`src/source/cpu_settings.svh`:
```
`ifndef CPU_SETTINGS_SVH
`define CPU_SETTINGS_SVH

// data and address width
`define XLEN 32

// integer register count, x0 included
`define REG_COUNT 32

`define RESET_VECTOR 32'h0000_0000

// major opcodes of the supported RV32I subset
`define OP_LUI    7'b0110111
`define OP_IMM    7'b0010011
`define OP_REG    7'b0110011
`define OP_LOAD   7'b0000011
`define OP_STORE  7'b0100011
`define OP_BRANCH 7'b1100011
`define OP_JAL    7'b1101111

`endif

```
`src/source/wires.sv`:
```
package wires;

  // operations of the integer unit
  typedef enum logic [3:0] {
    ALU_ADD,
    ALU_SUB,
    ALU_AND,
    ALU_OR,
    ALU_XOR,
    ALU_SLT,
    ALU_SLL,
    ALU_SRL,
    ALU_PASS_B
  } alu_op_type;

  // what execute does with a decoded instruction
  typedef enum logic [2:0] {
    CLASS_NONE,
    CLASS_ALU,
    CLASS_LOAD,
    CLASS_STORE,
    CLASS_BRANCH,
    CLASS_JUMP
  } inst_class_type;

endpackage
```
`src/source/alu.sv`:
```
`timescale 1ns/1ps
`include "cpu_settings.svh"

module alu (
  input  wires::alu_op_type  op,
  input  logic [`XLEN-1:0]   a,
  input  logic [`XLEN-1:0]   b,
  output logic [`XLEN-1:0]   result
);

  always_comb begin
    case (op)
      wires::ALU_ADD: result = a + b;
      wires::ALU_SUB: result = a - b;
      wires::ALU_AND: result = a & b;
      wires::ALU_OR: result = a | b;
      wires::ALU_XOR: result = a ^ b;
      wires::ALU_SLT: result = `XLEN'($signed(a) < $signed(b));
      // shift amount is the low five bits of b
      wires::ALU_SLL: result = a << b[4:0];
      wires::ALU_SRL: result = a >> b[4:0];
      wires::ALU_PASS_B: result = b;
      default: result = '0;
    endcase
  end

endmodule

```
`src/source/cpu.sv`:
```
`timescale 1ns/1ps
`include "cpu_settings.svh"

module cpu (
  input  logic              clock,
  input  logic              rst,
  input  logic [31:0]       imem_rdata,
  input  logic              dmem_ack,
  input  logic [`XLEN-1:0]  dmem_rdata,
  output logic [`XLEN-1:0]  imem_addr,
  output logic              dmem_req,
  output logic              dmem_we,
  output logic [`XLEN-1:0]  dmem_addr,
  output logic [`XLEN-1:0]  dmem_wdata
);

  logic [`XLEN-1:0] pc_f;
  logic valid_f;
  logic [$clog2(`REG_COUNT)-1:0] rd1_index;
  logic [$clog2(`REG_COUNT)-1:0] rd2_index;
  logic [`XLEN-1:0] rd1_data;
  logic [`XLEN-1:0] rd2_data;
  logic valid_d;
  logic [`XLEN-1:0] pc_d;
  wires::inst_class_type class_d;
  wires::alu_op_type op_d;
  logic [$clog2(`REG_COUNT)-1:0] rd_d;
  logic [`XLEN-1:0] rs1_value_d;
  logic [`XLEN-1:0] rs2_value_d;
  logic [`XLEN-1:0] imm_d;
  logic use_imm_d;
  logic branch_ne_d;
  wires::alu_op_type alu_op;
  logic [`XLEN-1:0] alu_a;
  logic [`XLEN-1:0] alu_b;
  logic [`XLEN-1:0] alu_result;
  logic stall;
  logic redirect;
  logic [`XLEN-1:0] redirect_pc;
  logic clear;
  logic wr_en;
  logic [$clog2(`REG_COUNT)-1:0] wr_index;
  logic [`XLEN-1:0] wr_data;

  // stage ports carry the same names as the nets here
  fetch_stage fetch_stage_comp (.*);

  decoder decoder_comp (.*);

  register register_comp (.*);

  execute_stage execute_stage_comp (.*);

  alu alu_comp (
    .op    (alu_op),
    .a     (alu_a),
    .b     (alu_b),
    .result(alu_result)
  );

endmodule

```
`src/source/decoder.sv`:
```
`timescale 1ns/1ps
`include "cpu_settings.svh"

module decoder (
  input  logic                            clock,
  input  logic                            rst,
  input  logic                            stall,
  input  logic                            clear,
  input  logic [31:0]                     imem_rdata,
  input  logic [`XLEN-1:0]                pc_f,
  input  logic                            valid_f,
  input  logic [`XLEN-1:0]                rd1_data,
  input  logic [`XLEN-1:0]                rd2_data,
  input  logic                            wr_en,
  input  logic [$clog2(`REG_COUNT)-1:0]   wr_index,
  input  logic [`XLEN-1:0]                wr_data,
  output logic [$clog2(`REG_COUNT)-1:0]   rd1_index,
  output logic [$clog2(`REG_COUNT)-1:0]   rd2_index,
  output logic                            valid_d,
  output logic [`XLEN-1:0]                pc_d,
  output wires::inst_class_type           class_d,
  output wires::alu_op_type               op_d,
  output logic [$clog2(`REG_COUNT)-1:0]   rd_d,
  output logic [`XLEN-1:0]                rs1_value_d,
  output logic [`XLEN-1:0]                rs2_value_d,
  output logic [`XLEN-1:0]                imm_d,
  output logic                            use_imm_d,
  output logic                            branch_ne_d
);

  logic [6:0] opcode;
  logic [2:0] funct3;
  logic [6:0] funct7;
  logic [`XLEN-1:0] imm_i;
  logic [`XLEN-1:0] imm_s;
  logic [`XLEN-1:0] imm_b;
  logic [`XLEN-1:0] imm_u;
  logic [`XLEN-1:0] imm_j;
  wires::inst_class_type class_n;
  wires::alu_op_type op_n;
  logic [`XLEN-1:0] imm_n;
  logic use_imm_n;
  logic [$clog2(`REG_COUNT)-1:0] rd_n;
  logic [`XLEN-1:0] rs1_value_n;
  logic [`XLEN-1:0] rs2_value_n;

  assign opcode = imem_rdata[6:0];
  assign funct3 = imem_rdata[14:12];
  assign funct7 = imem_rdata[31:25];
  assign rd1_index = imem_rdata[19:15];
  assign rd2_index = imem_rdata[24:20];

  assign imm_i = {{20{imem_rdata[31]}}, imem_rdata[31:20]};
  assign imm_s = {{20{imem_rdata[31]}}, imem_rdata[31:25], imem_rdata[11:7]};
  assign imm_b = {{19{imem_rdata[31]}}, imem_rdata[31], imem_rdata[7],
                  imem_rdata[30:25], imem_rdata[11:8], 1'b0};
  assign imm_u = {imem_rdata[31:12], 12'b0};
  assign imm_j = {{11{imem_rdata[31]}}, imem_rdata[31], imem_rdata[19:12],
                  imem_rdata[20], imem_rdata[30:21], 1'b0};

  // the instruction in execute writes back at the same edge this one is
  // captured, so its result bypasses the register file
  assign rs1_value_n = (wr_en && wr_index == rd1_index && rd1_index != '0) ? wr_data : rd1_data;
  assign rs2_value_n = (wr_en && wr_index == rd2_index && rd2_index != '0) ? wr_data : rd2_data;

  always_comb begin
    class_n = wires::CLASS_NONE;
    op_n = wires::ALU_ADD;
    imm_n = imm_i;
    use_imm_n = 1'b1;
    rd_n = imem_rdata[11:7];
    case (opcode)
      `OP_LUI: begin
        class_n = wires::CLASS_ALU;
        op_n = wires::ALU_PASS_B;
        imm_n = imm_u;
      end
      `OP_IMM: begin
        // ADDI is the only immediate operation kept
        if (funct3 == 3'b000) begin
          class_n = wires::CLASS_ALU;
        end
      end
      `OP_REG: begin
        class_n = wires::CLASS_ALU;
        use_imm_n = 1'b0;
        case ({funct7, funct3})
          {7'h00, 3'b000}: op_n = wires::ALU_ADD;
          {7'h20, 3'b000}: op_n = wires::ALU_SUB;
          {7'h00, 3'b111}: op_n = wires::ALU_AND;
          {7'h00, 3'b110}: op_n = wires::ALU_OR;
          {7'h00, 3'b100}: op_n = wires::ALU_XOR;
          {7'h00, 3'b010}: op_n = wires::ALU_SLT;
          {7'h00, 3'b001}: op_n = wires::ALU_SLL;
          {7'h00, 3'b101}: op_n = wires::ALU_SRL;
          default: class_n = wires::CLASS_NONE;
        endcase
      end
      `OP_LOAD: begin
        if (funct3 == 3'b010) begin
          class_n = wires::CLASS_LOAD;
        end
      end
      `OP_STORE: begin
        if (funct3 == 3'b010) begin
          class_n = wires::CLASS_STORE;
        end
        imm_n = imm_s;
        rd_n = '0;
      end
      `OP_BRANCH: begin
        // BEQ and BNE only, compared through a subtract
        if (funct3[2:1] == 2'b00) begin
          class_n = wires::CLASS_BRANCH;
        end
        op_n = wires::ALU_SUB;
        use_imm_n = 1'b0;
        imm_n = imm_b;
        rd_n = '0;
      end
      `OP_JAL: begin
        class_n = wires::CLASS_JUMP;
        imm_n = imm_j;
      end
      default: begin
        rd_n = '0;
      end
    endcase
  end

  always_ff @(posedge clock) begin
    if (rst) begin
      valid_d <= 1'b0;
    end else if (clear) begin
      valid_d <= 1'b0;
    end else if (!stall) begin
      valid_d <= valid_f;
    end
  end

  always_ff @(posedge clock) begin
    if (!stall) begin
      pc_d <= pc_f;
      class_d <= class_n;
      op_d <= op_n;
      rd_d <= rd_n;
      rs1_value_d <= rs1_value_n;
      rs2_value_d <= rs2_value_n;
      imm_d <= imm_n;
      use_imm_d <= use_imm_n;
      branch_ne_d <= funct3[0];
    end
  end

  // fetch only delivers legal instructions on the taken path
  assert property (@(posedge clock) disable iff (rst)
    valid_d |-> class_d != wires::CLASS_NONE)
    else $error("unsupported instruction reached execute at pc %h", pc_d);

endmodule

```
`src/source/execute_stage.sv`:
```
`timescale 1ns/1ps
`include "cpu_settings.svh"

module execute_stage (
  input  logic                            clock,
  input  logic                            rst,
  input  logic                            valid_d,
  input  logic [`XLEN-1:0]                pc_d,
  input  wires::inst_class_type           class_d,
  input  wires::alu_op_type               op_d,
  input  logic [$clog2(`REG_COUNT)-1:0]   rd_d,
  input  logic [`XLEN-1:0]                rs1_value_d,
  input  logic [`XLEN-1:0]                rs2_value_d,
  input  logic [`XLEN-1:0]                imm_d,
  input  logic                            use_imm_d,
  input  logic                            branch_ne_d,
  input  logic [`XLEN-1:0]                alu_result,
  input  logic                            dmem_ack,
  input  logic [`XLEN-1:0]                dmem_rdata,
  output wires::alu_op_type               alu_op,
  output logic [`XLEN-1:0]                alu_a,
  output logic [`XLEN-1:0]                alu_b,
  output logic                            dmem_req,
  output logic                            dmem_we,
  output logic [`XLEN-1:0]                dmem_addr,
  output logic [`XLEN-1:0]                dmem_wdata,
  output logic                            stall,
  output logic                            redirect,
  output logic [`XLEN-1:0]                redirect_pc,
  output logic                            clear,
  output logic                            wr_en,
  output logic [$clog2(`REG_COUNT)-1:0]   wr_index,
  output logic [`XLEN-1:0]                wr_data
);

  typedef enum logic [1:0] {
    IDLE,
    WAIT_ACK,
    WAIT_RELEASE
  } mem_state_type;

  mem_state_type state;
  mem_state_type state_next;
  logic mem_op;
  logic mem_done;
  logic taken;

  assign alu_op = op_d;
  assign alu_a = rs1_value_d;
  assign alu_b = use_imm_d ? imm_d : rs2_value_d;

  // branches subtract the operands, so a zero result means equal
  assign taken = branch_ne_d ? (alu_result != '0) : (alu_result == '0);
  assign redirect = valid_d && (class_d == wires::CLASS_JUMP ||
                                (class_d == wires::CLASS_BRANCH && taken));
  assign redirect_pc = pc_d + imm_d;
  assign clear = redirect;

  assign mem_op = valid_d && (class_d == wires::CLASS_LOAD || class_d == wires::CLASS_STORE);
  // the operands sit in the held decode register, so address and data stay stable
  assign dmem_req = mem_op && (state == IDLE || state == WAIT_ACK);
  assign dmem_we = class_d == wires::CLASS_STORE;
  assign dmem_addr = alu_result;
  assign dmem_wdata = rs2_value_d;
  assign mem_done = dmem_req && dmem_ack;
  assign stall = mem_op && !mem_done;

  assign wr_index = rd_d;
  assign wr_en = valid_d && rd_d != '0 &&
                 (class_d == wires::CLASS_ALU || class_d == wires::CLASS_JUMP ||
                  (class_d == wires::CLASS_LOAD && mem_done));

  always_comb begin
    case (class_d)
      wires::CLASS_JUMP: wr_data = pc_d + `XLEN'(4);
      wires::CLASS_LOAD: wr_data = dmem_rdata;
      default: wr_data = alu_result;
    endcase
  end

  always_comb begin
    state_next = state;
    case (state)
      IDLE: begin
        if (dmem_req) begin
          state_next = dmem_ack ? WAIT_RELEASE : WAIT_ACK;
        end
      end
      WAIT_ACK: begin
        if (dmem_ack) begin
          state_next = WAIT_RELEASE;
        end
      end
      WAIT_RELEASE: begin
        // a following access waits here until memory has dropped ack
        if (!dmem_ack) begin
          state_next = IDLE;
        end
      end
      default: state_next = IDLE;
    endcase
  end

  always_ff @(posedge clock) begin
    if (rst) begin
      state <= IDLE;
    end else begin
      state <= state_next;
    end
  end

  assert property (@(posedge clock) disable iff (rst)
    dmem_req |-> dmem_addr[1:0] == 2'b00)
    else $error("misaligned data access at %h", dmem_addr);

  // req rises just after an edge, so ack must have been low at that edge
  assert property (@(posedge clock) disable iff (rst)
    $rose(dmem_req) |-> !$past(dmem_ack))
    else $error("data request raised before ack was released");

endmodule

```
`src/source/fetch_stage.sv`:
```
`timescale 1ns/1ps
`include "cpu_settings.svh"

module fetch_stage (
  input  logic              clock,
  input  logic              rst,
  input  logic              stall,
  input  logic              redirect,
  input  logic [`XLEN-1:0]  redirect_pc,
  output logic [`XLEN-1:0]  imem_addr,
  output logic [`XLEN-1:0]  pc_f,
  output logic              valid_f
);

  logic [`XLEN-1:0] pc;

  // under stall the ROM is pointed back at the word decode is waiting on,
  // so that word is still on imem_rdata when the stall lifts
  assign imem_addr = stall ? pc_f : pc;

  always_ff @(posedge clock) begin
    if (rst) begin
      pc <= `RESET_VECTOR;
      pc_f <= `RESET_VECTOR;
      valid_f <= 1'b0;
    end else if (redirect) begin
      pc <= redirect_pc;
      pc_f <= pc;
      // the word already requested is on the wrong path
      valid_f <= 1'b0;
    end else if (!stall) begin
      pc <= pc + `XLEN'(4);
      pc_f <= pc;
      valid_f <= 1'b1;
    end
  end

endmodule

```
`src/source/register.sv`:
```
`timescale 1ns/1ps
`include "cpu_settings.svh"

module register (
  input  logic                            clock,
  input  logic                            rst,
  input  logic [$clog2(`REG_COUNT)-1:0]   rd1_index,
  input  logic [$clog2(`REG_COUNT)-1:0]   rd2_index,
  input  logic                            wr_en,
  input  logic [$clog2(`REG_COUNT)-1:0]   wr_index,
  input  logic [`XLEN-1:0]                wr_data,
  output logic [`XLEN-1:0]                rd1_data,
  output logic [`XLEN-1:0]                rd2_data
);

  logic [`XLEN-1:0] regs [`REG_COUNT];

  // x0 is never written, so its read is forced to zero here
  assign rd1_data = (rd1_index == '0) ? '0 : regs[rd1_index];
  assign rd2_data = (rd2_index == '0) ? '0 : regs[rd2_index];

  always_ff @(posedge clock) begin
    if (wr_en && wr_index != '0) begin
      regs[wr_index] <= wr_data;
    end
  end

  assert property (@(posedge clock) disable iff (rst)
    wr_en |-> !$isunknown(wr_index))
    else $error("register write with unknown index");

endmodule

```
`config.mk`:
```
export PLATFORM = sky130hd
export DESIGN_NAME = cpu
export DESIGN_NICKNAME = d
export VERILOG_FILES = /design/src/source/wires.sv /design/src/source/alu.sv /design/src/source/cpu.sv /design/src/source/decoder.sv /design/src/source/execute_stage.sv /design/src/source/fetch_stage.sv /design/src/source/register.sv
export VERILOG_INCLUDE_DIRS = /design/src /design/src/source
export SDC_FILE = /design/constraint.sdc
export NUM_CORES = 2
export LEC_CHECK = 0
export BUFFER_PORTS_ARGS = -buffer_cell sky130_fd_sc_hd__buf_2
export CAP_MARGIN = 20
export CELL_PAD_IN_SITES_DETAIL_PLACEMENT = 2
export CELL_PAD_IN_SITES_GLOBAL_PLACEMENT = 2
export CORE_MARGIN = 4
export CORE_UTILIZATION = 51
export CTS_BUF_LIST = sky130_fd_sc_hd__clkbuf_4 sky130_fd_sc_hd__clkbuf_8 sky130_fd_sc_hd__clkbuf_16
export CTS_CLUSTER_SIZE = 25
export DETAILED_ROUTE_END_ITERATION = 10
export PLACE_DENSITY_LB_ADDON = 0.1
export SETUP_SLACK_MARGIN = 0.02
export SYNTH_ARGS = -nofsm -noshare
export SYNTH_HDL_FRONTEND = slang
export SYNTH_SLANG_ARGS = --single-unit
export TNS_END_PERCENT = 30
```
`constraint.sdc`:
```
create_clock -name clock -period 10.8 [get_ports clock]
set_input_delay 0.54 -clock clock [delete_from_list [all_inputs] [get_ports clock]]
set_output_delay 0.54 -clock clock [all_outputs]
set_load 0.02 [all_outputs]
```
Word-level counts from Yosys, hierarchy flattened
Memory sizes are Yosys's and may differ from the RTL's.
Index checks and enable logic that the tools add are counted.
- muxes and demuxes: 29
- shift operators: 2
- reduce and logical (&&, ||, !) cells: 37
- add/sub/neg operators: 5
- equality and inequality tests: 36
- bitwise logic cells: 3
- magnitude comparators: 1
- operators by type and width (operator ; number):
    2-to-1 mux 32 bit ; 9
    case mux 32 bit (9 select lines) ; 1
    case mux 31 bit (4 select lines) ; 1
    adder 32 x 3 -> 32 bit (second input constant) ; 2
    adder 32 bit ; 2
    case mux 32 bit (2 select lines) ; 1
    case mux 3 bit (7 select lines) ; 2
    equality test 10 x 3 -> 1 bit (second input constant) ; 4
    bitwise AND 32 bit ; 1
    logical NOT 32 bit ; 1
    less-than comparator 32 bit ; 1
    bitwise OR 32 bit ; 1
    nonzero test 32 bit ; 1
    << shifter 32 x 5 -> 32 bit ; 1
    >> shifter 32 x 5 -> 32 bit ; 1
    subtractor 32 bit ; 1
    bitwise XOR 32 bit ; 1
    equality test 7 x 6 -> 1 bit (second input constant) ; 3
    equality test 4 x 3 -> 1 bit (second input constant) ; 4
    nonzero test 5 bit ; 3
    equality test 7 bit (second input constant) ; 2
    logical AND 1 bit ; 14
    2-to-1 mux 2 bit ; 6
    case mux 4 bit (3 select lines) ; 1
    30 further kinds ; 49
- memories: 1
- logic and storage cells: 128
- RAM bits: 1024
- input bits: 67
- output and inout bits: 98
- register bits: 210
- memory list (name ; words ; bits a word ; rd ports ; clocked after Yosys merged registers in ; wr ports ; line ; text):
    register_comp.regs ; 32 ; 32 ; 2 ; 0 ; 1 ; register.sv:16 ; logic [`XLEN-1:0] regs [`REG_COUNT];

Depth between registers and ports, before layout
- depth after elaboration: 11
- gate-level depth with buffers: 25
- mapped depth without buffers: 18

Modules after synthesis
A second synthesis with hierarchy kept.
- cells, all modules: 5229
- area total of the unflattened synthesis: 70506.4 sq um
- modules (own cells, without submodules) (module ; seq. area each (sq um) ; area each (sq um) ; times used ; cells each):
    register ; 30749.5 ; 47904.7 ; 1 ; 2564
    alu ; 0.0 ; 8483.1 ; 1 ; 1278
    decoder ; 4284.1 ; 6184.7 ; 1 ; 356
    execute_stage ; 40.0 ; 4424.2 ; 1 ; 613
    fetch_stage ; 1301.2 ; 3509.6 ; 1 ; 418

Worst setup path before layout
OpenSTA, ideal clock, no wires.
- kind: register to register
- from: reg decoder_comp.use_imm_d
- to: reg fetch_stage_comp.pc[30]
- setup time: 0.131 ns
- path buffers: 6
- path slack: 4.152 ns
- period minus slack after synthesis: 6.648 ns
- arrival: 6.517 ns
- data required time: 10.669 ns
- cell stages (with the launch flop): 24
- path through: edfxtp_1 -> buf_4 -> mux2i_1 -> inv_1 -> buf_2 -> buf_2 -> buf_1 -> buf_1 -> fa_1 -> o21bai_1 -> o2111ai_1 -> nand3_1 -> a2111oi_0 -> or2_2 -> o221a_2 -> o211ai_1 -> nand2b_1 -> or4b_1 -> or4b_1 -> o31a_1 -> o311ai_4 -> buf_4 -> mux2i_1 -> o22ai_1
- word-level cells in the longest chain between the ends: 9
- elaborated cells on any way between the ends: 18
- classes of those cells: add/sub: 2; order compare: 1; eq/ne: 1; shift: 2; mux: 4; bitwise: 3; reduce/logical: 5
- ends and longest elaborated chain (what ; line ; text):
    from (decl) ; decoder.sv:27 ; output logic use_imm_d,
    from (signal assigned) ; decoder.sv:150 ; use_imm_d <= use_imm_n;
    2-to-1 mux 32 bit (*) ; execute_stage.sv:50 ; assign alu_b = use_imm_d ? imm_d : rs2_value_d;
    subtractor 32 bit, or another cell as far along ; alu.sv:14 ; wires::ALU_SUB: result = a - b;
    case mux 32 bit (9 select lines) (*) ; alu.sv:12 ; case (op)
    via dmem_addr[24] ; cpu.sv:13 ; output logic [`XLEN-1:0] dmem_addr,
    logical NOT 32 bit or nonzero test 32 bit (tied branches) ; execute_stage.sv:53 ; assign taken = branch_ne_d ? (alu_result != '0) : (alu_result == '0);
    2-to-1 mux 1 bit (*) ; execute_stage.sv:53 ;
    logical AND 1 bit (*) ; execute_stage.sv:55 ; (class_d == wires::CLASS_BRANCH && taken));
    logical OR 1 bit (*) ; execute_stage.sv:54 ; assign redirect = valid_d && (class_d == wires::CLASS_JUMP ||
    logical AND 1 bit (*) ; execute_stage.sv:54 ;
    != test 2 bit (no source line) or 2-to-1 mux 32 bit (tied branches) ; - ;
    to (signal assigned) ; fetch_stage.sv:23 ; pc <= `RESET_VECTOR;
    to (signal assigned) ; fetch_stage.sv:27 ; pc <= redirect_pc;
    to (signal assigned) ; fetch_stage.sv:32 ; pc <= pc + `XLEN'(4);
    to (decl) ; fetch_stage.sv:15 ; logic [`XLEN-1:0] pc;
Mark *: on every way through the listed nets, which the timed path passes. The rest lies on a longest branch.
A chain may end at the register's enable or synchronous reset.

Final worst setup path
- from: reg decoder_comp.use_imm_d
- to: reg fetch_stage_comp.pc[25]
- word-level cells in the longest chain between the ends: 9
- elaborated cells on any way between the ends: 18
- classes of those cells: add/sub: 2; order compare: 1; eq/ne: 1; shift: 2; mux: 4; bitwise: 3; reduce/logical: 5
- ends and longest elaborated chain (what ; line):
    2-to-1 mux 32 bit (*) ; execute_stage.sv:50
    subtractor 32 bit, or another cell as far along ; alu.sv:14
    case mux 32 bit (9 select lines) (*) ; alu.sv:12
    logical NOT 32 bit or nonzero test 32 bit (tied branches) ; execute_stage.sv:53
    2-to-1 mux 1 bit (*) ; execute_stage.sv:53
    logical AND 1 bit (*) ; execute_stage.sv:55
    logical OR 1 bit (*) ; execute_stage.sv:54
    logical AND 1 bit (*) ; execute_stage.sv:54
    != test 2 bit (no source line) or 2-to-1 mux 32 bit (tied branches) ; -
Mark *: on every way between the ends. The rest lies on a longest branch, timed or not.

==> results.cfg <==
[synth]
synth_seq_cells = 1234
yosys_most_used_dff = edfxtp_1
syn_area_sq_um = 67300
synth_edf_count = 1166
synth_seq_area_share_pct = 54.05
ys_warn_count = 0
synthCells = 4414
async_flop_share_pct = 0
synth.distinct_cells = 88
syn_area_per_cell_sq_um = 15.25

[die]
start_util_pct = 51.25
dieArea_sq_um = 137800
die_h_um = 371.3
core.rowCount = 133
core_sq_um = 131300
pin_count = 165
fp.dieW_um = 371.3

[sta]
tightest_slew_ns = 1.413
setup_viol = 0
tns_ns = 0
finalCritPeriodShare_pct = 77.20
drv_slew = 0
rsz0062_at_grt = no
fmax_mhz = 119.9
fin_skew_ns = 0.08763
period_needed_ns = 8.337
max-slew-margin-rel_pct = 5.825
hold_viol = 0

[setup_path]
critPathArrivalTime_ns = 8.98
reg2reg_depth = 20
regToRegEndpoint = fetch_stage_comp.pc[25]$_SDFFE_PP0P_
worstSetupStartpointType = register
cp-end-kind = register
cp.required_ns = 11.45
reg2reg_slack_ns = 2.46
r2r-start = decoder_comp.use_imm_d$_DFFE_PN_
critPathKind = reg -> reg
cp_max_fo = 70

[cts]
htree_levels = 4
cts.clk_slew.worst_paths_ns = 0.07
cts_setup_buffers = 0
holdBufCountCts = 2
worstSkewPairLatency_ns = 0.84
clkSinkCount = 1234
cts_tree = done
cts_buffers = 134
cts-root-buf = clkbuf_16
ctsResizeCount = 0
clock_path_buffers = 3

[power_and_ir_drop]
p_per_area_nw_per_um2 = 179.2
comb_power_share_pct = 20.3
sw_frac_of_total_pct = 32.03
finalPower_mw = 13.48
p_leak_nw = 25.75
ir_worst_vdd_uv = 203.9
pwr-share-seq_pct = 43.5
clockPowerShare_pct = 36.2
internal-power_mw = 9.165
power.net_switching_mw = 4.319

[placement]
port_buffers = 164
place_congestion = 1.009
place_hpwl_mm = 190.3

[global_route]
grt_pass1_wl_mm = 431.7
overflow = 0
grt_pass1_vias = 51950
grt_antenna_before_repair = 14
grt_max_degree = 118
grtUsageTotal_pct = 45.09

[final_layout]
fin_nets = 4770
fillers = 11300
multi_input_area_sq_um = 29540
area_growth_pct = 11.81
seq_area_sq_um = 36370
drive_gt1_share_pct = 28.10

[job]
maxCapViolCount = 0

[hold_path]
min-delay-start = imem_rdata[8]
hold_path_depth = 2
hold_class = in -> reg
hold_end = decoder_comp.rd_d[1]$_SDFFCE_PN0N_

[route]
via_per_inst = 8.002
drt_pre_antenna_iters = 6
drc_errors = 0
wirelength_mm = 317.0
first_iter_violations = 8339
antenna_left = 0
vias = 51530
wire_per_inst_um = 49.24

[outcome]
status = finished, final reports clean
per-layer routing:
| layer | global-route usage [%] | vias up | wire length [um] |
|---|---|---|---|
| met5 | 0 | - | 55 |
| met4 | 27.55 | 8 | 26190 |
| met3 | 12.05 | 1365 | 39800 |
| met2 | 70.93 | 5028 | 145100 |
| met1 | 56.04 | 26660 | 105900 |
| li1 | - | 18470 | - |
kinds of logic after synthesis:
logic type,Yosys count,share of synthesized area [%]
other,1,0.005572
adders and majority gates,133,2.506
DFF,1234,54.05
xor gates and xnor gates,80,1.041
and+or+nand+nor,881,6.162
buffers and inverters,472,2.765
AOI/OAI and AO/OA,745,7.541
muxes,868,25.93
state kept, by name (all words and copies together), names as in the netlist, 4 cells and up:
signal,cells
decoder_comp.op_d,4
decoder_comp.rs2_value_d,32
decoder_comp.rd_d,5
register_comp.regs,1024
fetch_stage_comp.pc_f,32
decoder_comp.imm_d,32
fetch_stage_comp.pc,32
decoder_comp.rs1_value_d,32
decoder_comp.pc_d,32
how the worst max path moves through the flow:
stage                     slack (ns)                        startpoint  depth (start not counted)                                    to
after detailed placement        2.18  decoder_comp.use_imm_d$_DFFE_PN_                         19  fetch_stage_comp.pc[25]$_SDFFE_PP0P_
after CTS                       2.12  decoder_comp.use_imm_d$_DFFE_PN_                         19  fetch_stage_comp.pc[25]$_SDFFE_PP0P_
final                           2.46  decoder_comp.use_imm_d$_DFFE_PN_                         20  fetch_stage_comp.pc[25]$_SDFFE_PP0P_
after global routing            2.13  decoder_comp.use_imm_d$_DFFE_PN_                         20  fetch_stage_comp.pc[28]$_SDFFE_PP0P_
after floorplan                 4.15  decoder_comp.use_imm_d$_DFFE_PN_                         23  fetch_stage_comp.pc[30]$_SDFFE_PP0P_
after global placement          2.55  decoder_comp.use_imm_d$_DFFE_PN_                         19  fetch_stage_comp.pc[16]$_SDFFE_PP0P_
layout by cell type, fill, tap and decap left out, drive strengths merged, types with 23 or more instances in the layout:
cell type,instances
a22oi,37
a21o,42
conb,32
mux2i,151
o22ai,93
inv,160
o211ai,33
edfxtp,1166
nor2b,29
dfxtp,68
ha,130
xnor2,41
o21ai,86
clkbuf,172
nand4,30
a221oi,34
nand2b,23
a21oi,166
nand2,286
nor2,234
and3,24
a211oi,39
xor2,39
buf,307
nor3,61
nand3,84
clkinv,50
mux4,696
o221ai,25
a31oi,40
worst max-delay path, cell delays in order, from the launching register on:
cell and delay, ns:
edfxtp_1 0.47, buf_4 0.56, mux2i_4 0.89, buf_4 0.60, ha_1 0.39, a211oi_1 0.13
o21ai_0 0.47, nand4_1 0.29, o211ai_1 0.60, o311ai_0 0.20, clkbuf_2 0.19, a31o_2 0.21
or3_1 0.36, nor2_1 0.10, or4b_1 0.46, or4b_1 0.55, o31a_1 0.33, o311ai_4 0.21
buf_4 0.64, mux2i_1 0.28, o22ai_1 0.09
Yosys cell counts (70+ instances only):
cell type / count / area, sq um
clkbuf_1: 219 / 822.0
ha_1: 130 / 1627
nand2_1: 286 / 1074
mux4_2: 696 / 15680
mux2i_1: 149 / 1491
edfxtp_1: 1166 / 35010
inv_1: 149 / 559.3
a21oi_1: 166 / 830.8
nand3_1: 84 / 420.4
nor2_1: 234 / 878.3
o22ai_1: 93 / 581.8
buf_1: 70 / 262.8
o21ai_0: 86 / 430.4
cell type report:
| cell class | count | area share (%) |
|---|---|---|
| tap | 1755 | 2.918 |
| multi-input combinational | 2739 | 39.26 |
| clock inverter | 67 | 0.9612 |
| clock buffer | 171 | 4.851 |
| timing repair buffer | 310 | 2.850 |
| inverter | 151 | 0.7699 |
| antenna | 12 | 0.03991 |
| sequential | 1234 | 48.34 |
power by group through the flow:
stage	Sequential [mW]	Clock [mW]	Combinational (mW)
6_report	5.86	4.89	2.73
2_1_floorplan	5.88	0	1.42
4_1_cts	5.85	4.86	2.58
3_3_place_gp	5.94	0	2.39
3_5_place_dp	5.95	0	2.49
5_1_grt	5.86	5.06	2.81
per-stage QoR:
stage	worst slack, ns	std cells	utilization (%)	instance area [sq um]	hold WS [ns]
2_1_floorplan	4.152	4445	-	67410	0.4081
3_3_place_gp	2.545	6179	53.80	70640	0.4115
3_5_place_dp	2.180	6179	53.80	70640	0.4165
4_1_cts	2.115	6419	57.14	75030	0.03894
5_1_grt	2.133	6428	57.28	75210	0.08327
6_report	2.463	6439	57.31	75240	0.09106
Power figures use the tool's default switching activity.
